File: src/rtl/mcu_config.svh
// Address map, memory depth and reset values for the data-bus subsystem
// Region codes sit in address bits 31:28, and MCU_DMEM_AW sets the memory size

`ifndef MCU_CONFIG_SVH
`define MCU_CONFIG_SVH

// Data memory word-address width, 256 words
`define MCU_DMEM_AW        8

// Region codes in address bits 31:28
`define MCU_REGION_DMEM    4'h0
`define MCU_REGION_CLINT   4'h2
`define MCU_REGION_GPIO    4'h4

// Timer compare starts at all ones so the interrupt stays quiet
`define MCU_MTIMECMP_RST   32'hFFFF_FFFF
`define MCU_LED_RST        16'h0000

`endif

File: src/rtl/mcu_pkg.sv
// Shared bus types. The address word carries two views, one for the data
// memory and one for the register-mapped peripherals

`include "mcu_config.svh"

package mcu_pkg;

    // Anything outside the three known codes is unmapped
    typedef enum logic [3:0] {
        region_dmem  = `MCU_REGION_DMEM,
        region_clint = `MCU_REGION_CLINT,
        region_gpio  = `MCU_REGION_GPIO,
        region_none  = 4'hF
    } region_e;

    // Memory view of the address
    typedef struct packed {
        region_e                      region;
        logic [27-`MCU_DMEM_AW-2:0]   pad;
        logic [`MCU_DMEM_AW-1:0]      word_idx;
        logic [1:0]                   byte_off;
    } dbus_mem_addr_s;

    // Peripheral register view of the address
    typedef struct packed {
        region_e                      region;
        logic [23:0]                  pad;
        logic [1:0]                   reg_idx;
        logic [1:0]                   byte_off;
    } dbus_periph_addr_s;

    typedef union packed {
        dbus_mem_addr_s               mem;
        dbus_periph_addr_s            periph;
    } dbus_addr_u;

endpackage : mcu_pkg

File: src/rtl/clint_timer.sv
// Machine timer with a single 32-bit mtime and mtimecmp
// Registers take full-word writes only, byte enables are ignored

`timescale 1ns/10ps
`include "mcu_config.svh"

module clint_timer (
    input  logic                clk,
    input  logic                rst_i,
    input  logic                sel_i,
    input  mcu_pkg::dbus_addr_u addr_i,
    input  logic                we_i,
    input  logic [31:0]         wdata_i,
    output logic [31:0]         rdata_o,
    output logic                timer_irq_o
);
    import mcu_pkg::*;

    logic [31:0] mtime_q;
    logic [31:0] mtimecmp_q;
    logic        wr_mtime;
    logic        wr_mtimecmp;

    assign wr_mtime    = sel_i && we_i && (addr_i.periph.reg_idx == 2'd0);
    assign wr_mtimecmp = sel_i && we_i && (addr_i.periph.reg_idx == 2'd1);

    always_ff @(posedge clk) begin
        if (rst_i) begin
            mtime_q    <= '0;
            mtimecmp_q <= `MCU_MTIMECMP_RST;
        end else begin
            if (wr_mtime) begin
                mtime_q <= wdata_i;     // Write wins over the increment
            end else begin
                mtime_q <= mtime_q + 32'd1;
            end
            if (wr_mtimecmp) mtimecmp_q <= wdata_i;
        end
    end

    always_ff @(posedge clk) begin
        if (rst_i) begin
            rdata_o <= '0;
        end else if (sel_i) begin
            case (addr_i.periph.reg_idx)
                2'd0:    rdata_o <= mtime_q;
                2'd1:    rdata_o <= mtimecmp_q;
                default: rdata_o <= '0;
            endcase
        end
    end

    // Level interrupt, cleared by moving mtimecmp above mtime
    always_ff @(posedge clk) begin
        if (rst_i) begin
            timer_irq_o <= 1'b0;
        end else begin
            timer_irq_o <= (mtime_q >= mtimecmp_q);
        end
    end

endmodule : clint_timer

File: config.mk
export PLATFORM = sky130hd
export DESIGN_NAME = clint_timer
export DESIGN_NICKNAME = d
export VERILOG_FILES = /design/src/rtl/mcu_pkg.sv /design/src/rtl/clint_timer.sv
export VERILOG_INCLUDE_DIRS = /design/src /design/src/rtl
export SDC_FILE = /design/constraint.sdc
export NUM_CORES = 1
export LEC_CHECK = 0
export BUFFER_PORTS_ARGS = -buffer_cell sky130_fd_sc_hd__buf_2
export CORE_ASPECT_RATIO = 0.5
export CORE_MARGIN = 10
export CORE_UTILIZATION = 53
export CTS_CLUSTER_SIZE = 30
export DETAILED_ROUTE_END_ITERATION = 10
export GPL_TIMING_DRIVEN = 0
export PLACE_DENSITY_LB_ADDON = 0.05
export RECOVER_POWER = 100
export SLEW_MARGIN = 40
export SYNTH_ARGS = -nofsm -noshare
export SYNTH_HDL_FRONTEND = slang
export SYNTH_SLANG_ARGS = --single-unit
File: constraint.sdc
create_clock -name clk -period 2.1 [get_ports clk]
set_input_delay 0.63 -clock clk [delete_from_list [all_inputs] [get_ports clk]]
set_output_delay 0.63 -clock clk [all_outputs]
set_load 0.02 [all_outputs]
==> flow_summary.json <==
{
  "die_area_mm2": 0.0146,
  "fmax_mhz": 491,
  "status": "completed",
  "cts.sinks": 97,
  "synth_seq_area_share": 0.369,
  "cts_tree": "done",
  "finalNetCount": 813,
  "dp_hpwl_um": 10400,
  "slew_viol_final": 0,
  "viasPerCell": 5.36,
  "p_per_area_mw_per_mm2": 665,
  "holdPathStages": 2,
  "power_uw": 4020,
  "synthTopCellsByArea": "dfxtp_1, ha_1, nand2_1",
  "gp_congestion": 0.869,
  "synth_nets": 733,
  "synth_commonest_cells": "dfxtp_1, nand2_1, nor2_1",
  "relSlewSlack": 0.517,
  "setup_ws_ns": 0.0640,
  "preCtsSetupSlack_ns": -0.344,
  "drive_gt1_frac": 0.148,
  "post_cts_buffers": 0,
  "rsz0062_at_grt": "no",
  "crit_buf_inv": 1,
  "grt_pass1_vias": 4353,
  "wl_per_cell_um": 16.6,
  "tightestPinTransition_ns": 0.725,
  "pwr-share-comb": 0.116,
  "p_int_uw": 2940,
  "synth_warnings": 0,
  "syn_to_final_growth_pct": 14.7,
  "path_class": "reg -> reg",
  "overflow": 0,
  "holdBufCountCts": 0,
  "clk_latency_ns": 0.35,
  "grt_pass1_wl_um": 22400,
  "crit_cells": 7,
  "hold_class": "reg -> reg",
  "fp-row-count": 25,
  "numCtsBuffers": 9,
  "startpoint_type": "flop",
  "min_period_over_period": 0.970,
  "worstSetupEndpointType": "flop",
  "power_frac_seq": 0.493,
  "ant_nets": 0,
  "syn-cell-area_mm2": 0.00527,
  "worstPathArrival_ns": 2.26,
  "crit_family": "compound AO/OA/AOI/OAI gates",
  "drt_iter0_drc": 246,
  "dr_total_vias": 4567,
  "diodes": 0,
  "io_pins": 101,
  "synth_area_leader_cell": "dfxtp_1",
  "fin_skew_ns": 0.00843,
  "synth_seq_cells": 97,
  "cts.htree.levels": 3,
  "setup_violations": 0,
  "port_buffers": 69,
  "slowest_stage": "a2111oi_2",
  "synth-edff-count": 0,
  "antenna_found_initial": 0,
  "switchingPower_uw": 1080,
  "die_h_um": 90.5,
  "worstRegToRegCells": 7,
  "cp_max_fo": 5,
  "start_util": 0.550,
  "path_cells": "inv_1 > ha_1 > nand2b_1 > a2111oi_2 > o21ai_1 > a211oi_2 > o21ai_2",
  "swShare": 0.268,
  "cts_root_buffer": "clkbuf_16",
  "grt_use_total": 0.186,
  "yosysMostFrequentCell": "dfxtp_1",
  "clk_path_buf_depth": 2,
  "grt_max_degree": 17,
  "period_needed_ns": 2.04,
  "core_area_mm2": 0.00957,
  "cp.required_ns": 2.33,
  "cap_violations": 0,
  "synth_cell_type_count": 41,
  "dieWidth_um": 161,
  "cp_slowest_stage_delay_ns": 0.39,
  "drc": 0,
  "wl_um": 14100,
  "synth-main-ff-cell": "dfxtp_1",
  "netlist.area_leader.share": 0.369,
  "leakage_uw": 0.00280,
  "ir_drop_mv": 0.408,
  "firstDrtPassIters": 5,
  "clk_pin_slew_ns": 0.07,
  "syn_area_per_cell_um2": 8.34,
  "async_reset_ff_frac": 0,
  "hold_viol": 0,
  "fin_util": 0.631,
  "clockPowerShare": 0.391,
  "synthCells": 632
}
cells in the final DEF (no fill, tap or decap), types with 4 or more instances in the layout:
cell | Yosys | final
dfxtp_1 | 97 | 96
nand2_1 | 83 | 83
nor2_1 | 65 | 65
clkbuf_1 | 31 | 60
a21oi_1 | 42 | 42
inv_1 | 39 | 39
buf_2 | 2 | 37
nor2b_1 | 33 | 33
nand3b_1 | 33 | 33
ha_1 | 33 | 33
mux2_2 | 26 | 26
a211oi_1 | 21 | 20
nand3_1 | 17 | 17
o21ai_0 | 18 | 16
xnor2_1 | 13 | 13
xor2_1 | 9 | 9
clkbuf_16 | 0 | 9
and4_1 | 8 | 8
or3_1 | 8 | 8
a311oi_1 | 8 | 8
clkbuf_2 | 0 | 6
nor3_2 | 6 | 6
nand4_1 | 5 | 5
and3_1 | 4 | 4
clkinvlp_4 | 0 | 4
kinds of logic (layout without fill, tap and decap cells):
| logic type | count (synthesis) | in the layout | synth area share |
|---|---|---|---|
| AO/OA/AOI/OAI | 101 | 101 | 0.121 |
| AND/OR/NAND/NOR | 273 | 273 | 0.276 |
| adder cells (fa/ha/maj) | 33 | 33 | 0.0784 |
| buffers and inverters | 79 | 164 | 0.0617 |
| flip-flops | 97 | 97 | 0.369 |
| multiplexers | 27 | 27 | 0.0575 |
| XOR/XNOR | 22 | 22 | 0.0366 |
final timing paths:
path	from	end	slack, ns
worst min-delay path	mtimecmp_q[17]	mtimecmp_q[17]	0.48
worst max register to register	mtime_q[0]	timer_irq_o	0.06
worst max-delay path	mtime_q[0]	timer_irq_o	0.06
worst min register to register	mtimecmp_q[17]	mtimecmp_q[17]	0.48
power by group through the flow:
stage	combinational [uW]	sequential, uW	clock (uW)
global placement	463	2020	0
floorplan	277	2040	0
detailed placement	469	2020	0
global route	519	1990	1670
CTS	478	1980	1600
finish	468	1980	1570
state kept, by name, indices dropped and copies added (netlist names):
| signal | flops |
|---|---|
| timer_irq_o | 1 |
| rdata_o | 32 |
| mtime_q | 32 |
| mtimecmp_q | 32 |
repair_timing:
| item | in CTS | in global routing |
|---|---|---|
| setup endpoints to repair | 1 | 19 |
| pin swaps | 1 | 1 |
| resized for setup | 6 | 11 |
metrics by stage:
stage | std cells | hold slack, ns | setup TNS [ns] | area (um2)
after floorplan | 632 | 0.454 | 0 | 5270
after global placement | 836 | 0.467 | -10.46 | 5780
after detailed placement | 836 | 0.475 | -12.65 | 5780
after CTS | 852 | 0.484 | 0 | 6080
after global routing | 852 | 0.496 | 0 | 6040
final | 852 | 0.483 | 0 | 6040
metal layers:
metal | wire [um] | up-vias | track usage
li1 | - | 2319 | -
met1 | 6890 | 2127 | 0.252
met2 | 6040 | 110 | 0.281
met3 | 1100 | 11 | 0.0564
met4 | 83 | 0 | 0.0429
met5 | 0 | - | 0
layout make-up:
class / count / area, um2
Multi-Input combinational cell: 456 / 3020
Clock buffer: 10 / 239
Inverter: 39 / 146
Sequential cell: 97 / 1940
Tap cell: 135 / 169
Buffer: 40 / 181
Clock inverter: 6 / 43.8
Fill cell: 938 / 3530
Timing Repair Buffer: 69 / 304
worst min-delay path, cell delays in order, from the launching register on:
cell	delay, ns
dfxtp_1	0.32
nand2_1	0.05
nand3b_1	0.06
Note: power is estimated with default switching activity, not from simulation.
