File: config.mk
export PLATFORM = sky130hd
export DESIGN_NAME = dbus_interconnect
export DESIGN_NICKNAME = d
export VERILOG_FILES = /design/src/rtl/mcu_pkg.sv /design/src/rtl/dbus_interconnect.sv
export VERILOG_INCLUDE_DIRS = /design/src /design/src/rtl
export SDC_FILE = /design/constraint.sdc
export NUM_CORES = 1
export LEC_CHECK = 0
export BUFFER_PORTS_ARGS = -buffer_cell sky130_fd_sc_hd__clkbuf_2
export CORE_ASPECT_RATIO = 0.7
export CORE_MARGIN = 8
export CORE_UTILIZATION = 40
export DETAILED_ROUTE_END_ITERATION = 10
export GPL_TIMING_DRIVEN = 0
export HOLD_SLACK_MARGIN = 0.06
export MAX_ROUTING_LAYER = met4
export PLACE_DENSITY_LB_ADDON = 0.2
export SLEW_MARGIN = 40
export SYNTH_ARGS = -nofsm -noshare
export SYNTH_HDL_FRONTEND = slang
export SYNTH_SLANG_ARGS = --single-unit
File: constraint.sdc
create_clock -name clk -period 17.15 [get_ports clk]
set_input_delay 3.43 -clock clk [delete_from_list [all_inputs] [get_ports clk]]
set_output_delay 3.43 -clock clk [all_outputs]
set_load 0.01 [all_outputs]
File: src/rtl/mcu_config.svh
// Address map, memory depth and reset values for the data-bus subsystem
// Region codes sit in address bits 31:28, and MCU_DMEM_AW sets the memory size

`ifndef MCU_CONFIG_SVH
`define MCU_CONFIG_SVH

// Data memory word-address width, 256 words
`define MCU_DMEM_AW        8

// Region codes in address bits 31:28
`define MCU_REGION_DMEM    4'h0
`define MCU_REGION_CLINT   4'h2
`define MCU_REGION_GPIO    4'h4

// Timer compare starts at all ones so the interrupt stays quiet
`define MCU_MTIMECMP_RST   32'hFFFF_FFFF
`define MCU_LED_RST        16'h0000

`endif

File: src/rtl/mcu_pkg.sv
// Shared bus types. The address word carries two views, one for the data
// memory and one for the register-mapped peripherals

`include "mcu_config.svh"

package mcu_pkg;

    // Anything outside the three known codes is unmapped
    typedef enum logic [3:0] {
        region_dmem  = `MCU_REGION_DMEM,
        region_clint = `MCU_REGION_CLINT,
        region_gpio  = `MCU_REGION_GPIO,
        region_none  = 4'hF
    } region_e;

    // Memory view of the address
    typedef struct packed {
        region_e                      region;
        logic [27-`MCU_DMEM_AW-2:0]   pad;
        logic [`MCU_DMEM_AW-1:0]      word_idx;
        logic [1:0]                   byte_off;
    } dbus_mem_addr_s;

    // Peripheral register view of the address
    typedef struct packed {
        region_e                      region;
        logic [23:0]                  pad;
        logic [1:0]                   reg_idx;
        logic [1:0]                   byte_off;
    } dbus_periph_addr_s;

    typedef union packed {
        dbus_mem_addr_s               mem;
        dbus_periph_addr_s            periph;
    } dbus_addr_u;

endpackage : mcu_pkg

File: src/rtl/dbus_interconnect.sv
// Four-phase req/ack slave with one transfer in flight
// Peripherals must return registered data one cycle after their select pulse

`timescale 1ns/10ps

module dbus_interconnect (
    input  logic                clk,
    input  logic                rst_i,

    input  logic                dbus_req_i,
    input  logic [31:0]         dbus_addr_i,
    input  logic                dbus_we_i,
    input  logic [3:0]          dbus_be_i,
    input  logic [31:0]         dbus_wdata_i,
    output logic                dbus_ack_o,
    output logic [31:0]         dbus_rdata_o,
    output logic                dbus_err_o,

    output mcu_pkg::dbus_addr_u peri_addr_o,
    output logic                peri_we_o,
    output logic [3:0]          peri_be_o,
    output logic [31:0]         peri_wdata_o,
    output logic                dmem_sel_o,
    output logic                clint_sel_o,
    output logic                gpio_sel_o,

    input  logic [31:0]         dmem_rdata_i,
    input  logic [31:0]         clint_rdata_i,
    input  logic [31:0]         gpio_rdata_i
);
    import mcu_pkg::*;

    typedef enum logic [1:0] {st_idle, st_access, st_respond} state_e;

    state_e     state_q;
    region_e    region_q;       // Region of the transfer in flight
    region_e    region_d;
    dbus_addr_u req_addr;

    assign req_addr = dbus_addr_i;

    always_comb begin
        case (req_addr.periph.region)
            region_dmem:  region_d = region_dmem;
            region_clint: region_d = region_clint;
            region_gpio:  region_d = region_gpio;
            default:      region_d = region_none;
        endcase
    end

    // Request fields held for the peripherals
    always_ff @(posedge clk) begin
        if (state_q == st_idle && dbus_req_i) begin
            peri_addr_o  <= req_addr;
            peri_we_o    <= dbus_we_i;
            peri_be_o    <= dbus_be_i;
            peri_wdata_o <= dbus_wdata_i;
        end
    end

    always_ff @(posedge clk) begin
        if (rst_i) begin
            state_q     <= st_idle;
            region_q    <= region_none;
            dmem_sel_o  <= 1'b0;
            clint_sel_o <= 1'b0;
            gpio_sel_o  <= 1'b0;
            dbus_ack_o  <= 1'b0;
            dbus_err_o  <= 1'b0;
        end else begin
            dmem_sel_o  <= 1'b0;    // Select lines are single-cycle pulses
            clint_sel_o <= 1'b0;
            gpio_sel_o  <= 1'b0;
            case (state_q)
                st_idle: begin
                    if (dbus_req_i) begin
                        region_q    <= region_d;
                        dmem_sel_o  <= (region_d == region_dmem);
                        clint_sel_o <= (region_d == region_clint);
                        gpio_sel_o  <= (region_d == region_gpio);
                        state_q     <= st_access;
                    end
                end
                st_access: state_q <= st_respond;   // Peripheral registers its word
                st_respond: begin
                    if (!dbus_ack_o) begin
                        dbus_ack_o <= 1'b1;
                        dbus_err_o <= (region_q == region_none);
                    end else if (!dbus_req_i) begin
                        dbus_ack_o <= 1'b0;
                        dbus_err_o <= 1'b0;
                        state_q    <= st_idle;
                    end
                end
                default: state_q <= st_idle;
            endcase
        end
    end

    // Read data captured together with the rising ack
    always_ff @(posedge clk) begin
        if (rst_i) begin
            dbus_rdata_o <= '0;
        end else if (state_q == st_respond && !dbus_ack_o) begin
            case (region_q)
                region_dmem:  dbus_rdata_o <= dmem_rdata_i;
                region_clint: dbus_rdata_o <= clint_rdata_i;
                region_gpio:  dbus_rdata_o <= gpio_rdata_i;
                default:      dbus_rdata_o <= '0;   // Unmapped reads as zero
            endcase
        end
    end

endmodule : dbus_interconnect

==> impl_metrics.py <==
metrics = {
    "setup_path": {
        "cp_slowest_stage_delay_ns": 0.36,
        "worst_setup_path_endpoint": "peri_wdata_o[5]",
        "worst-r2r-cell-count": 5,
        "crit_fanout": 9,
        "critical_path_capture_point_type": "register",
        "worst_path_max_delay_cell": "sky130_fd_sc_hd__nor3b_2",
        "cp_data_arrival_time_ns": 4.75,
        "cp_cell_sequence": "clkbuf_2, nor3b_2, buf_4, buf_4, buf_2, buf_2",
        "critPathLaunch": "dbus_req_i",
        "setup.worst_path.class": "primary input to register",
        "critPathLaunchType": "primary input",
        "reg2reg_setup_slack_ns": 15.29,
        "rr_endpoint": "peri_wdata_o[5]",
        "rr_startpoint": "state_q[1]",
        "critPathRequiredTime_ns": 17.20,
    },
    "route": {
        "drt_first_iter_violations": 154,
        "drt-wirelength-per-cell_um": 18.09,
        "drt-pass1-iter-count": 4,
        "via_count": 3429,
        "route.detailed.vias_per_inst": 4.885,
        "drc": 0,
        "detail-route-antenna-nets": 0,
        "totalWireLength_um": 12700,
    },
    "layout": {
        "num_antenna_cells": 0,
        "final_cell_count_no_fill": 702,
        "final_layout_size_suffix_gt1_share_pct": 55.61,
        "design.final.nets": 733,
        "layout-area-overhead-vs-synth_pct": 45.15,
    },
    "global_routing": {
        "globalRouteOverflowTotal": 0,
        "grt_first_pass_wirelength_um": 19090,
        "grt_max_degree": 19,
        "number_of_antenna_violations_at_the_first_check_in_global_routing": 0,
        "grt_pass1_vias": 3614,
        "grt_usage_pct": 17.62,
    },
    "timing": {
        "final.setup.tns_ns": 0,
        "peak_clock_frequency_supported_by_timing_ghz": 0.2131,
        "post-route-worst-setup-slack_ns": 12.46,
        "post_layout_min_period_ns": 4.692,
        "fin_skew_ns": 0.005134,
        "worst_slew_pin_slew_ns": 0.5255,
        "slew_viol_final": 0,
        "finalSetupViolCount": 0,
        "final-hold-violation-count": 0,
        "max-slew-margin-rel_pct": 64.47,
        "rsz_0062_raised_after_global_routing": "no",
        "hold-worst-slack_ns": 0.4754,
        "timing.final.crit_share_pct": 27.36,
    },
    "synthesis": {
        "flops_latches_synth": 111,
        "synth.cell_area_sq_mm": 0.004190,
        "ys_warn_count": 0,
        "netlist-cell-type-count": 32,
        "synth.top_cell.area_share_pct": 49.45,
        "asyncSetResetFlopFracSynth_pct": 0,
        "syn_avg_cell_area_sq_um": 15.52,
        "synth.area.top_cells": "sky130_fd_sc_hd__edfxtp_1 (49%), sky130_fd_sc_hd__dfxtp_1 (20%), sky130_fd_sc_hd__mux2i_1 (7.6%)",
        "postSynthCellCount": 270,
        "seq_area_frac_synth_pct": 69.51,
        "post_synth_edffs": 69,
        "synth_top_area_cell": "sky130_fd_sc_hd__edfxtp_1",
        "synth_top_cells_by_count": "sky130_fd_sc_hd__edfxtp_1 (69), sky130_fd_sc_hd__dfxtp_1 (42), sky130_fd_sc_hd__mux2i_1 (32)",
        "postSynthNetCount": 438,
        "ys_flop_type": "sky130_fd_sc_hd__edfxtp_1",
        "yosysMostFrequentCell": "sky130_fd_sc_hd__edfxtp_1",
    },
    "cts": {
        "cts_hold_repair.buffers": 0,
        "cts_inserted_buffers": 9,
        "insertion_delay_ns": 0.34,
        "cts.clk_slew.worst_paths_ns": 0.07,
        "root_buffer": "sky130_fd_sc_hd__clkbuf_16",
        "ctsLongestPathBuffers": 2,
        "postCtsSetupRepairBufs": 0,
        "ctsResizeCount": 0,
        "cts_sinks": 111,
        "cts_tree": "done",
        "h-tree-depth": 3,
    },
    "placement": {
        "gp_congestion": 0.7724,
        "port_buffers": 273,
        "placed_cells": 686,
        "dp.final_hpwl_um": 10670,
        "detailedPlace.worstSlack_ns": 12.07,
    },
    "die": {
        "core-area_sq_mm": 0.01028,
        "initial_core_util_pct": 40.77,
        "boundaryPins": 274,
        "fp.dieArea_sq_mm": 0.01406,
        "rows": 31,
        "chipWidth_um": 138.3,
        "die_y_um": 101.6,
    },
    "job": {
        "drv_cap": 0,
    },
    "power_and_ir_drop": {
        "leakagePower_nw": 2.937,
        "cellPowerDensity_mw_per_mm2": 92.32,
        "power.total_uw": 561.5,
        "power.ir.vdd_worst_mv": 0.05493,
    },
    "min_path": {
        "hold_depth": 2,
        "worstHoldPathType": "register to register",
    },
    "outcome": {
        "run_status": "completed",
    },
}
## cell type report
type | instances | area [sq um]
sequential | 111 | 2913
clock inverter | 6 | 41.29
buffer | 22 | 146.4
fill | 892 | 4197
tap | 132 | 165.2
clock buffer | 10 | 239.0
inverter | 3 | 11.26
multi-input combinational | 134 | 1125
timing repair buffer | 284 | 1441
## sequential cells by signal, indices dropped and copies added (netlist names)
name,cells
region_q,3
dmem_sel_o,1
gpio_sel_o,1
dbus_ack_o,1
dbus_err_o,1
peri_addr_o,32
clint_sel_o,1
peri_we_o,1
state_q,2
peri_wdata_o,32
dbus_rdata_o,32
peri_be_o,4
## stage by stage
step                cell area (sq um)  utilization (%)
finish                           6082            59.17
global route                     6082            59.17
CTS                              6082            59.17
detailed placement               5802            56.45
global placement                 5722            55.67
floorplan                        4190                -
## cells by family after synthesis
kind of cell	Yosys count	synth area share, %
AOI/OAI and AO/OA	74	15.32
buffers and inverters	25	3.762
DFF	111	69.51
muxes	32	7.644
and+or+nand+nor	28	3.762
## power breakdown
group / internal [mW] / switching, mW / leakage [nW] / total (mW)
clock network: 0.103 / 0.0930 / 0.143 / 0.196
logic: 0.0304 / 0.0325 / 1.79 / 0.0628
registers: 0.299 / 0.00389 / 0.999 / 0.303
total: 0.432 / 0.129 / 2.94 / 0.562
## metal layers
metal | global-route usage [%] | share of wire, % | vias to the layer above
met5 | - | 0 | -
met4 | 4.243 | 0.93 | 0
met3 | 6.370 | 6.8 | 11
met2 | 29.52 | 51 | 131
met1 | 19.91 | 42 | 1617
li1 | - | - | 1670
## worst min-delay path by stage
stage | from | endpoint | slack (ns)
after floorplan | region_q[0] | dbus_err_o | 0.47
after global placement | dbus_rdata_o[14] | dbus_rdata_o[14] | 0.46
after detailed placement | dbus_rdata_o[26] | dbus_rdata_o[26] | 0.46
after CTS | dbus_rdata_o[26] | dbus_rdata_o[26] | 0.48
after global routing | dbus_err_o | dbus_err_o | 0.50
final | dbus_rdata_o[26] | dbus_rdata_o[26] | 0.48
## layout by cell type (no fill, tap or decap), types with 2 or more instances in the layout
cell type,Yosys,routed
sky130_fd_sc_hd__o2bb2ai_1,27,27
sky130_fd_sc_hd__nand3_1,5,5
sky130_fd_sc_hd__nor3_1,2,2
sky130_fd_sc_hd__buf_6,6,6
sky130_fd_sc_hd__clkinv_2,0,3
sky130_fd_sc_hd__nand2_1,4,4
sky130_fd_sc_hd__clkbuf_1,6,6
sky130_fd_sc_hd__a2bb2oi_1,5,5
sky130_fd_sc_hd__clkbuf_2,0,273
sky130_fd_sc_hd__and3_1,2,2
sky130_fd_sc_hd__buf_2,6,9
sky130_fd_sc_hd__mux2i_1,32,32
sky130_fd_sc_hd__edfxtp_1,69,69
sky130_fd_sc_hd__a32o_1,27,27
sky130_fd_sc_hd__clkbuf_16,0,9
sky130_fd_sc_hd__inv_1,2,2
sky130_fd_sc_hd__a21oi_1,3,3
sky130_fd_sc_hd__inv_6,0,2
sky130_fd_sc_hd__and2_1,4,4
sky130_fd_sc_hd__dfxtp_1,42,42
sky130_fd_sc_hd__nor2_1,3,3
sky130_fd_sc_hd__buf_4,3,11
sky130_fd_sc_hd__o21ai_0,8,8
## critical path, delay by kind of cell
family	cells	cell delay [ns]
simple gates	1	0.36
buf+inv	5	0.96
Power figures use the tool's default switching activity.
