--- src/rtl/mcu_config.svh ---
// Address map, memory depth and reset values for the data-bus subsystem
// Region codes sit in address bits 31:28, and MCU_DMEM_AW sets the memory size

`ifndef MCU_CONFIG_SVH
`define MCU_CONFIG_SVH

// Data memory word-address width, 256 words
`define MCU_DMEM_AW        8

// Region codes in address bits 31:28
`define MCU_REGION_DMEM    4'h0
`define MCU_REGION_CLINT   4'h2
`define MCU_REGION_GPIO    4'h4

// Timer compare starts at all ones so the interrupt stays quiet
`define MCU_MTIMECMP_RST   32'hFFFF_FFFF
`define MCU_LED_RST        16'h0000

`endif

--- src/rtl/mcu_pkg.sv ---
// Shared bus types. The address word carries two views, one for the data
// memory and one for the register-mapped peripherals

`include "mcu_config.svh"

package mcu_pkg;

    // Anything outside the three known codes is unmapped
    typedef enum logic [3:0] {
        region_dmem  = `MCU_REGION_DMEM,
        region_clint = `MCU_REGION_CLINT,
        region_gpio  = `MCU_REGION_GPIO,
        region_none  = 4'hF
    } region_e;

    // Memory view of the address
    typedef struct packed {
        region_e                      region;
        logic [27-`MCU_DMEM_AW-2:0]   pad;
        logic [`MCU_DMEM_AW-1:0]      word_idx;
        logic [1:0]                   byte_off;
    } dbus_mem_addr_s;

    // Peripheral register view of the address
    typedef struct packed {
        region_e                      region;
        logic [23:0]                  pad;
        logic [1:0]                   reg_idx;
        logic [1:0]                   byte_off;
    } dbus_periph_addr_s;

    typedef union packed {
        dbus_mem_addr_s               mem;
        dbus_periph_addr_s            periph;
    } dbus_addr_u;

endpackage : mcu_pkg

--- src/rtl/gpio_port.sv ---
// LED outputs and 16 asynchronous switch inputs with a change interrupt
// A switch edge shows in the status three cycles after the pins move

`timescale 1ns/10ps
`include "mcu_config.svh"

module gpio_port (
    input  logic                clk,
    input  logic                rst_i,
    input  logic                sel_i,
    input  mcu_pkg::dbus_addr_u addr_i,
    input  logic                we_i,
    input  logic [31:0]         wdata_i,
    output logic [31:0]         rdata_o,
    input  logic [15:0]         gp_switch_i,
    output logic [15:0]         gp_led_o,
    output logic                gpio_irq_o
);
    import mcu_pkg::*;

    logic [15:0] sw_meta;
    logic [15:0] sw_sync;
    logic [15:0] sw_prev;       // Detector flop
    logic [15:0] status_q;
    logic [15:0] clr_bits;

    assign clr_bits = (sel_i && we_i && addr_i.periph.reg_idx == 2'd2) ? wdata_i[15:0] : '0;

    always_ff @(posedge clk) begin
        if (rst_i) begin
            gp_led_o <= `MCU_LED_RST;
            sw_meta  <= '0;
            sw_sync  <= '0;
            sw_prev  <= '0;
            status_q <= '0;
        end else begin
            if (sel_i && we_i && addr_i.periph.reg_idx == 2'd0) gp_led_o <= wdata_i[15:0];
            sw_meta  <= gp_switch_i;
            sw_sync  <= sw_meta;
            sw_prev  <= sw_sync;
            status_q <= (status_q & ~clr_bits) | (sw_sync ^ sw_prev);   // New change beats clear
        end
    end

    always_ff @(posedge clk) begin
        if (rst_i) begin
            rdata_o <= '0;
        end else if (sel_i) begin
            case (addr_i.periph.reg_idx)
                2'd0:    rdata_o <= {16'h0, gp_led_o};
                2'd1:    rdata_o <= {16'h0, sw_sync};
                2'd2:    rdata_o <= {16'h0, status_q};
                default: rdata_o <= '0;
            endcase
        end
    end

    assign gpio_irq_o = |status_q;

endmodule : gpio_port

--- config.mk ---
export PLATFORM = sky130hd
export DESIGN_NAME = gpio_port
export DESIGN_NICKNAME = d
export VERILOG_FILES = /design/src/rtl/mcu_pkg.sv /design/src/rtl/gpio_port.sv
export VERILOG_INCLUDE_DIRS = /design/src /design/src/rtl
export SDC_FILE = /design/constraint.sdc
export NUM_CORES = 1
export LEC_CHECK = 0
export ABC_AREA = 1
export BUFFER_PORTS_ARGS = -buffer_cell sky130_fd_sc_hd__buf_2
export CAP_MARGIN = 15
export CORE_ASPECT_RATIO = 1.1
export CORE_MARGIN = 2
export CORE_UTILIZATION = 49
export CTS_CLUSTER_SIZE = 25
export DETAILED_ROUTE_END_ITERATION = 6
export GPL_ROUTABILITY_DRIVEN = 1
export PLACE_DENSITY = 0.79
export SYNTH_ARGS = -nofsm -noshare
export SYNTH_HDL_FRONTEND = slang
export SYNTH_SLANG_ARGS = --single-unit
--- constraint.sdc ---
create_clock -name clk -period 1.06 [get_ports clk]
set_input_delay 0 -clock clk [delete_from_list [all_inputs] [get_ports clk]]
set_output_delay 0 -clock clk [all_outputs]
set_load 0.03 [all_outputs]
==> flow_summary_export.csv, run 1 <==
group,metric,value,unit
run_status,outcome,"finished with violations",
run_status,violations,"negative setup slack",
global_routing,grt_pass1_wl,12000,µm
clock_network,path_clk_slew,0.09,ns
timing,setup_ws,-0.251,ns
route,drt_pass1_iterations,4,
timing,hold_viol,0,
route,drt-total-wl,7480,µm
die,rows,33,
worst_setup_path,endpoint_kind,"output pin",
route,via_count,3086,
final_layout,layout-drive-gt1-share,18.9,%
final_layout,final_cell_area,0.00462,mm²
final_layout,num_antenna_cells,0,
global_routing,grt.total_usage,18.6,%
die,io_pins,133,
timing,final.period_utilization,124,%
clock_network,clock_latency,0.35,ns
pwr,leakage,2.03,nW
global_routing,globalRouteMet2Util,31.3,%
logic_synthesis,synth_seq_area_share,52.1,%
logic_synthesis,yosysMostFrequentCell,"nand2_1",
worst_setup_path,required,1.06,ns
die,die_y,95.0,µm
timing,finalSetupTns,-0.251,ns
clock_network,clockBufferDepth,2,
pwr,netSwitchingPower,1.74,mW
final_layout,multi_input_area,0.00140,mm²
hold_path,holdPathStages,4,
clock_network,cts.sinks,96,
job,drv_cap,0,
pwr,p_per_area,1510,mW/mm²
worst_setup_path,arrival,1.31,ns
final_layout,register_area,0.00193,mm²
logic_synthesis,avgSynthCellArea,7.78,µm²
logic_synthesis,ys_ff_latch,96,
pwr,seq_power_share,55.1,%
die,core_region_area,0.00739,mm²
global_routing,grtUsageMet3,2.88,%
worst_setup_path,crit_slowest_cell,"dfxtp_2",
timing,fmax,0.763,GHz
pwr,p_clk_share,33.4,%
hold_path,min_path_type,"in -> reg",
logic_synthesis,postSynthCellCount,474,
logic_synthesis,yosysUniqueCellTypes,21,
clock_network,cts_buffers,9,
worst_setup_path,reg2reg_to,"rdata_o[5]$_SDFFE_PP0P_",
logic_synthesis,synth-main-ff-cell,"dfxtp_1",
worst_setup_path,crit-reg2reg-launch,"sw_sync[5]$_SDFF_PP0_",
place,placed_area,0.00406,mm²
hold_path,hp-start,"sel_i",
timing,period_needed,1.31,ns
place,hpwl,5180,µm
final_layout,finalNetCount,657,
logic_synthesis,yosysTopAreaCell,"dfxtp_1",
route,wire_per_inst,11.2,µm
worst_setup_path,cp_max_fo,3,
clock_network,htree_levels,3,
worst_setup_path,path_cells,"nor2_2, nand4_1, nand3b_1, buf_6",
route,vias_per_cell,4.64,
die,fp.dieW,86.7,µm
place,portBuffers,70,
global_routing,first_global_vias,2725,
worst_setup_path,r2r_setup_slack,0.19,ns
global_routing,grt_start_max_net_pins,85,
hold_path,min_to,"rdata_o[15]$_SDFFE_PP0P_",
global_routing,overflow,0,
logic_synthesis,yosysTopAreaCellShare,52.1,%
pwr,internal-power,5.24,mW
die,die_area,0.00824,mm²
clock_network,cts_root_buf,"clkbuf_8",
final_layout,fill_cells,652,
final_layout,areaGrowthSynthToFinish,25.3,%
route,drt_iter0_drc,126,
worst_setup_path,cp_slowest_stage_delay,0.34,ns
global_routing,antenna_found_initial,0,
logic_synthesis,synth-edff-count,0,
logic_synthesis,async_reset_ff_share,0,%
worst_setup_path,crit_path_start_kind,"register",
logic_synthesis,synth_area_leaders,"dfxtp_1 (52%), nand2_1 (12%), a21oi_1 (6.5%), nand3_1 (6.5%), nor2_1 (5.3%)",
place,gp_congestion,0.872,
clock_network,cts_tree,"built",
timing,finClkSkew,0.00736,ns
timing,report.final.slew_viol_count,0,
route,antenna_left,0,
pwr,p_comb_share,11.5,%
worst_setup_path,ff2ff_path_depth,4,
logic_synthesis,yosys_warnings,0,
worst_setup_path,crit_type,"reg -> out",
logic_synthesis,synth_area,0.00369,mm²
logic_synthesis,synth_common_cells,"nand2_1 (114), dfxtp_1 (96), nor2_1 (52), inv_1 (50)",
die,start_util,49.9,%
global_routing,use_met1,23.0,%
timing,rsz0062_at_grt,"yes",
pwr,peakVddDrop,0.706,mV
timing,finalSetupViolations,1,
pwr,swShare,24.9,%
route,drcViolationCount,0,
global_routing,busiest_layer,"met2",
==> logic make-up (layout without fill, tap and decap cells) <==
| logic type | Yosys count | after routing | synth area share [%] |
|---|---|---|---|
| and+or+nand+nor | 221 | 221 | 25.4 |
| DFF | 96 | 96 | 52.1 |
| xor gates and xnor gates | 16 | 16 | 3.80 |
| AOI/OAI and AO/OA | 48 | 48 | 6.51 |
| buffers and inverters | 92 | 181 | 12.0 |
| other | 1 | 16 | 0.102 |
==> layer usage <==
| metal | part of all wire [%] | routed length [µm] | up-vias |
|---|---|---|---|
| met2 | 48 | 3590 | 102 |
| met1 | 46 | 3460 | 1344 |
| met5 | 0 | 0 | - |
| met3 | 4.0 | 296 | 9 |
| met4 | 1.8 | 131 | 0 |
| li1 | - | - | 1631 |
==> per-stage QoR <==
step                hold WS [ns]  total power, mW  utilization, %  instances  setup WS [ns]
floorplan                  0.107             4.44               -        489          0.181
global placement           0.200             4.59            55.0        615         0.0198
finish                    0.0397             6.98            62.6        665         -0.251
detailed placement         0.206             4.61            55.0        615        -0.0269
global route              0.0559             7.29            62.6        665         -0.315
CTS                       0.0277             7.03            62.5        665         -0.263
==> sequential cells by signal, indices dropped and copies added, names as in the netlist <==
signal and cells:
sw_prev 16, rdata_o 16, sw_sync 16, gp_led_o 16, status_q 16, sw_meta 16
==> power by group through the flow <==
stage	clock network, mW	registers (mW)	logic, mW
after floorplan	0	3.96	0.482
after global placement	0	3.92	0.669
after detailed placement	0	3.92	0.684
after CTS	2.39	3.84	0.796
after global routing	2.55	3.87	0.881
final	2.33	3.85	0.799
==> how the worst max path moves through the flow <==
| stage | slack [ns] | endpoint | start | cells after the start |
|---|---|---|---|---|
| finish | -0.25 | gpio_irq_o | status_q[15]$_SDFF_PP0_ | 4 |
| global route | -0.31 | gpio_irq_o | status_q[8]$_SDFF_PP0_ | 3 |
| CTS | -0.26 | gpio_irq_o | status_q[13]$_SDFF_PP0_ | 4 |
| detailed placement | -0.03 | rdata_o[0]$_SDFFE_PP0P_ | addr_i[3] | 6 |
| global placement | 0.02 | status_q[13]$_SDFF_PP0_ | addr_i[3] | 6 |
| floorplan | 0.18 | status_q[14]$_SDFF_PP0_ | sel_i | 7 |
==> cells in the final DEF (no fill, tap or decap), types with 10 or more instances in the layout <==
master	count
a21oi_1	48
buf_2	69
clkbuf_8	10
conb_1	16
dfxtp_1	92
dlygate4sd3_1	32
inv_1	50
nand2_1	114
nand3_1	48
nor2_1	50
xnor2_1	16
==> cell type report <==
class                      count  area share (%)
multi-input combinational    301            30.2
tap                           87            2.35
timing repair buffer         113            17.2
clock buffer                  11            3.06
sequential                    96            41.7
inverter                      52            4.25
clock inverter                 5            1.22
==> what timing repair did <==
item                                    in CTS  in global routing
pin swaps                                    4                  0
endpoints found under the setup margin       1                  1
buffers inserted                             2                  0
endpoints found under the hold margin       48                  0
hold buffers                                32                  0
resized for setup                            9                  1
==> critical path: cells and delay by family (launching register included) <==
| family | cells | cell delay, ns |
|---|---|---|
| buf+inv | 1 | 0.17 |
| flops | 1 | 0.34 |
| simple gates | 3 | 0.44 |
(Power assumes the default switching activity.)
==> inputs of run 2 (changes only) <==
--- a/config.mk
+++ b/config.mk
@@ -11,11 +11,13 @@
 export CAP_MARGIN = 15
 export CORE_ASPECT_RATIO = 1.1
 export CORE_MARGIN = 2
-export CORE_UTILIZATION = 49
+export CORE_UTILIZATION = 50
+export CTS_BUF_LIST = sky130_fd_sc_hd__clkbuf_4 sky130_fd_sc_hd__clkbuf_8
 export CTS_CLUSTER_SIZE = 25
 export DETAILED_ROUTE_END_ITERATION = 6
 export GPL_ROUTABILITY_DRIVEN = 1
-export PLACE_DENSITY = 0.79
+export PLACE_DENSITY = 0.8
+export SKIP_LAST_GASP = 1
 export SYNTH_ARGS = -nofsm -noshare
 export SYNTH_HDL_FRONTEND = slang
 export SYNTH_SLANG_ARGS = --single-unit
==> run 2 against run 1 <==
  * The run ends with design-rule violations, negative setup slack left
  * Critical path depth unchanged
  * Power up 4.3%
  * Core utilization up 3.2 points
  * Via count up 2.7%
  * Sequential power about the same
  * Cell count down 0.30%
  * Register-to-register slack about the same
  * Count of clock-buffer cells in the layout up 1
  * Clock power up 12%
  * Non-clock buffer count up 1
  * Largest power group unchanged
  * Largest cell class unchanged
==> flow_summary_export.csv, run 2 (synthesis gave the netlist of run 1 again) <==
group,metric,value,unit
timing,setup_ws,-0.259,ns
global_routing,grt.total_usage,19.1,%
worst_setup_path,arrival,1.32,ns
route,drt-total-wl,7530,µm
timing,report.final.slew_viol_count,0,
global_routing,globalRouteMet2Util,31.8,%
route,antenna_left,0,
hold_path,min_path_type,"in -> reg",
place,place_inst,612,
global_routing,grt_start_max_net_pins,97,
timing,finalSetupViolations,1,
final_layout,final_cell_area,0.00466,mm²
route,wire_per_inst,11.4,µm
clock_network,cts_buffers,9,
global_routing,overflow,0,
timing,fmax,0.758,GHz
clock_network,clock_latency,0.36,ns
worst_setup_path,endpoint_kind,"output pin",
timing,finClkSkew,0.0104,ns
pwr,internal-power,5.56,mW
global_routing,first_global_vias,2812,
global_routing,use_met1,23.8,%
clock_network,cts_tree,"built",
worst_setup_path,cp_max_fo,2,
route,via_count,3168,
worst_setup_path,crit_path_start_kind,"register",
timing,hold_viol,0,
final_layout,num_antenna_cells,0,
route,vias_per_cell,4.78,
worst_setup_path,crit-reg2reg-launch,"sw_sync[12]$_SDFF_PP0_",
place,placed_area,0.00405,mm²
worst_setup_path,cp-startpoint,"status_q[15]$_SDFF_PP0_",
route,drt_iter0_drc,248,
final_layout,areaGrowthSynthToFinish,26.3,%
final_layout,instances_no_fill,663,
final_layout,layout-drive-gt1-share,18.9,%
job,drv_cap,0,
pwr,p_per_area,1560,mW/mm²
global_routing,busiest_layer,"met2",
clock_network,clockBufferDepth,2,
timing,period_needed,1.32,ns
pwr,leakage,2.05,nW
final_layout,finalNetCount,658,
clock_network,cts_root_buf,"clkbuf_8",
final_layout,final_cell_mix,"nand2_1 (114), dfxtp_1 (92), buf_2 (69), nor2_1 (50), inv_1 (50)",
pwr,netSwitchingPower,1.72,mW
place,hpwl,4930,µm
hold_path,hp-start,"sel_i",
die,die_area,0.00808,mm²
pwr,seq_power_share,52.9,%
pwr,peakVddDrop,0.629,mV
global_routing,grt_pass1_wl,12400,µm
die,start_util,52.0,%
route,drcViolationCount,7,
pwr,p_clk_share,36.0,%
global_routing,antenna_found_initial,0,
pwr,p_comb_share,11.1,%
clock_network,path_clk_slew,0.09,ns
place,portBuffers,70,
worst_setup_path,crit_type,"reg -> out",
die,die_y,94.1,µm
run_status,outcome,"finished with violations",
final_layout,fill_cells,593,
run_status,violations,"design-rule violations, negative setup slack",
timing,final.period_utilization,124,%
route,drt_pass1_iterations,7,
die,io_pins,133,
clock_network,cts.sinks,96,
place,place_ws,0.0256,ns
die,core_region_area,0.00709,mm²
worst_setup_path,required,1.06,ns
global_routing,grtUsageMet3,2.64,%
die,rows,32,
place,gp_congestion,0.891,
pwr,swShare,23.6,%
clock_network,htree_levels,3,
die,fp.dieW,85.9,µm
final_layout,final_common_cell,"nand2_1",
timing,finalSetupTns,-0.259,ns
timing,rsz0062_at_grt,"yes",
run 2: cell count changes in the layout (fill, tap and decap cells not counted), sizes merged:
cell	change
clkinv	-2
bufinv	+1
dlygate4sd3	+1
clkbuf	+1
clkinvlp	-1
run 2: area by class of cell:
type                    instances  area (µm²)  area share, %
clock buffers                  12         159           3.41
clock inverters                 3        65.1           1.40
inverters                      52         196           4.22
multi-input cells             301        1400           30.0
flip-flops and latches         96        1930           41.4
well taps                      85         106           2.28
repair buffers                114         807           17.3
run 2: final timing paths:
| kind | endpoint | slack, ns | depth (start not counted) |
|---|---|---|---|
| setup / recovery | gpio_irq_o | -0.26 | 4 |
| hold / removal | rdata_o[15]$_SDFFE_PP0P_ | 0.05 | 4 |
| setup reg to reg | rdata_o[12]$_SDFFE_PP0P_ | 0.20 | 4 |
| hold reg to reg | sw_sync[15]$_SDFF_PP0_ | 0.40 | 2 |
run 2: timing repair:
action                                  in CTS  in global routing
hold endpoints to repair                    49                  0
endpoints found under the setup margin       1                  1
pin swaps                                    5                  1
hold buffers                                33                  0
gates resized for setup                      9                  1
setup buffers                                3                  0
gates cloned                                 0                  0
run 2: stage by stage:
stage	hold slack, ns	total power, mW	util (%)
2_1_floorplan	0.107	4.44	-
3_3_place_gp	0.201	4.58	57.2
3_5_place_dp	0.208	4.60	57.2
4_1_cts	0.0358	7.30	65.7
5_1_grt	0.0848	7.54	65.7
6_report	0.0513	7.27	65.7
run 2: critical path, cell delays in order (launching register included):
cell and delay (ns):
dfxtp_2 0.34, nor2_2 0.11, nand4_1 0.12, nand3b_1 0.22, buf_6 0.17
run 2: metal layers:
layer / share of wire [%] / up-vias
li1: - / 1627
met1: 46 / 1404
met2: 47 / 122
met3: 5.7 / 15
met4: 1.8 / 0
met5: 0 / -
run 2: power by group through the flow:
| stage | Sequential [mW] | Combinational, mW | Clock [mW] |
|---|---|---|---|
| 5_1_grt | 3.87 | 0.884 | 2.79 |
| 2_1_floorplan | 3.96 | 0.482 | 0 |
| 6_report | 3.85 | 0.806 | 2.62 |
| 4_1_cts | 3.84 | 0.801 | 2.66 |
| 3_3_place_gp | 3.92 | 0.666 | 0 |
| 3_5_place_dp | 3.92 | 0.679 | 0 |
==> inputs of run 3 (changes only) <==
--- a/config.mk
+++ b/config.mk
@@ -16,7 +16,7 @@
 export CTS_CLUSTER_SIZE = 25
 export DETAILED_ROUTE_END_ITERATION = 6
 export GPL_ROUTABILITY_DRIVEN = 1
-export PLACE_DENSITY = 0.8
+export PLACE_DENSITY = 0.79
 export SKIP_LAST_GASP = 1
 export SYNTH_ARGS = -nofsm -noshare
 export SYNTH_HDL_FRONTEND = slang
==> run 3 against run 2 <==
  * The flow still finishes with violations (design-rule violations, negative setup slack)
  * Worst hold slack better by 0.044 ns
  * Power rose by 0.71%
  * Count of clock-buffer cells in the layout decreased by 3
  * Global-route usage increased by 0.39 points
  * Setup slack worse by 0.066 ns
  * Clock skew is 0.0025 ns higher
  * Register-to-register slack got worse by 0.05 ns
  * Clock power grew 2%
  * Critical path type unchanged
  * Highest routed layer unchanged
==> flow_summary_export.csv, run 3 (synthesis gave the netlist of run 1 again) <==
group,metric,value,unit
final_layout,final_common_cell,"nand2_1",
route,vias_per_cell,4.81,
pwr,peakVddDrop,0.888,mV
route,drcViolationCount,7,
place,hpwl,5080,µm
route,antenna_left,0,
pwr,leakage,2.05,nW
worst_setup_path,crit_path_start_kind,"register",
run_status,outcome,"finished with violations",
pwr,power,7.33,mW
global_routing,first_global_vias,2769,
die,start_util,52.0,%
worst_setup_path,crit_slowest_cell,"dfxtp_2",
run_status,violations,"design-rule violations, negative setup slack",
timing,finalSetupViolations,1,
final_layout,multi_input_area,0.00140,mm²
clock_network,path_clk_slew,0.10,ns
die,rows,32,
timing,report.final.slew_viol_count,0,
die,core_region_area,0.00709,mm²
worst_setup_path,path_cells,"nor4_4, nand3b_1, buf_6",
clock_network,clockBufferDepth,2,
worst_setup_path,crit_type,"reg -> out",
worst_setup_path,cp_max_fo,3,
pwr,p_per_area,1570,mW/mm²
global_routing,grt_start_max_net_pins,50,
final_layout,num_antenna_cells,0,
worst_setup_path,required,1.06,ns
timing,setup_ws,-0.326,ns
worst_setup_path,endpoint_kind,"output pin",
timing,hold_viol,0,
timing,finalSetupTns,-0.326,ns
final_layout,instances_no_fill,663,
clock_network,htree_levels,3,
timing,fmax,0.722,GHz
die,fp.dieW,85.9,µm
worst_setup_path,arrival,1.39,ns
die,die_area,0.00808,mm²
global_routing,antenna_found_initial,0,
final_layout,areaGrowthSynthToFinish,26.5,%
route,via_count,3190,
die,io_pins,133,
hold_path,holdPathStages,3,
clock_network,cts_tree,"built",
hold_path,min_path_type,"in -> reg",
timing,finClkSkew,0.0129,ns
place,portBuffers,70,
timing,timing.hold.ws,0.0952,ns
final_layout,finalNetCount,657,
clock_network,cts_root_buf,"clkbuf_8",
job,drv_cap,0,
timing,rsz0062_at_grt,"yes",
die,die_y,94.1,µm
final_layout,final_cell_mix,"nand2_1 (114), dfxtp_1 (94), buf_2 (69), nor2_1 (52), inv_1 (50)",
clock_network,cts.sinks,96,
route,drt_pass1_iterations,7,
clock_network,clock_latency,0.36,ns
global_routing,grt_pass1_wl,12400,µm
place,placed_area,0.00407,mm²
global_routing,grt.total_usage,19.5,%
global_routing,overflow,0,
final_layout,layout-drive-gt1-share,18.2,%
timing,final.period_utilization,131,%
worst_setup_path,cp_slowest_stage_delay,0.36,ns
route,drt-total-wl,7790,µm
route,wire_per_inst,11.8,µm
final_layout,final_cell_area,0.00466,mm²
worst_setup_path,ff2ff_path_depth,5,
place,gp_congestion,0.854,
route,drt_iter0_drc,344,
final_layout,register_area,0.00192,mm²
timing,period_needed,1.39,ns
place,place_inst,613,
clock_network,cts_buffers,9,
final_layout,fill_cells,569,
run 3: changes by cell type in the layout (fill, tap and decap cells not counted), sizes merged:
| cell | previous run | this run |
|---|---|---|
| inv | 51 | 54 |
| clkbuf | 12 | 9 |
| buf | 81 | 80 |
| clkinvlp | 0 | 1 |
run 3: worst paths after layout:
| kind | startpoint | slack [ns] | end |
|---|---|---|---|
| hold / removal | rst_i | 0.1 | status_q[9]$_SDFF_PP0_ |
| hold reg to reg | sw_meta[14]$_SDFF_PP0_ | 0.40 | sw_sync[14]$_SDFF_PP0_ |
| setup reg to reg | status_q[9]$_SDFF_PP0_ | 0.15 | rdata_o[9]$_SDFFE_PP0P_ |
| setup / recovery | status_q[11]$_SDFF_PP0_ | -0.33 | gpio_irq_o |
run 3: worst max-delay path, delay by kind of cell, from the launching register on:
family / cells / cell delay, ns
buffers and inverters: 1 / 0.17
DFF: 1 / 0.36
and+or+nand+nor: 2 / 0.49
run 3: through the flow:
step	util, %	setup slack, ns
finish	65.8	-0.326
global placement	57.5	0.0657
global route	65.8	-0.344
floorplan	-	0.181
CTS	65.7	-0.276
detailed placement	57.5	0.00179
run 3: routing by layer:
metal	wire length, µm	vias to the layer above	share of wire (%)	track usage, %
met5	0	-	0	0
met4	143	0	1.8	9.79
met3	465	11	6.0	2.72
met2	3770	142	48	32.6
met1	3410	1411	44	24.6
li1	-	1626	-	-
run 3: report_power, final:
part | total (mW) | switching (mW) | internal, mW
registers | 3.85 | 0.102 | 3.75
logic | 0.814 | 0.471 | 0.343
clock network | 2.66 | 1.30 | 1.36
run 3: repair_timing:
action                                  in CTS  in global routing
pin swaps                                    2                  3
hold buffers                                33                  0
gates resized for setup                      5                  2
hold endpoints to repair                    50                  0
endpoints found under the setup margin       1                  1
setup buffers                                1                  0
run 3: area by class of cell:
| class | count | area share, % |
|---|---|---|
| Tap cell | 85 | 2.28 |
| Multi-Input combinational cell | 301 | 30.0 |
| Sequential cell | 96 | 41.3 |
| Clock buffer | 9 | 2.66 |
| Timing Repair Buffer | 113 | 17.4 |
| Inverter | 52 | 4.21 |
| Clock inverter | 7 | 2.17 |
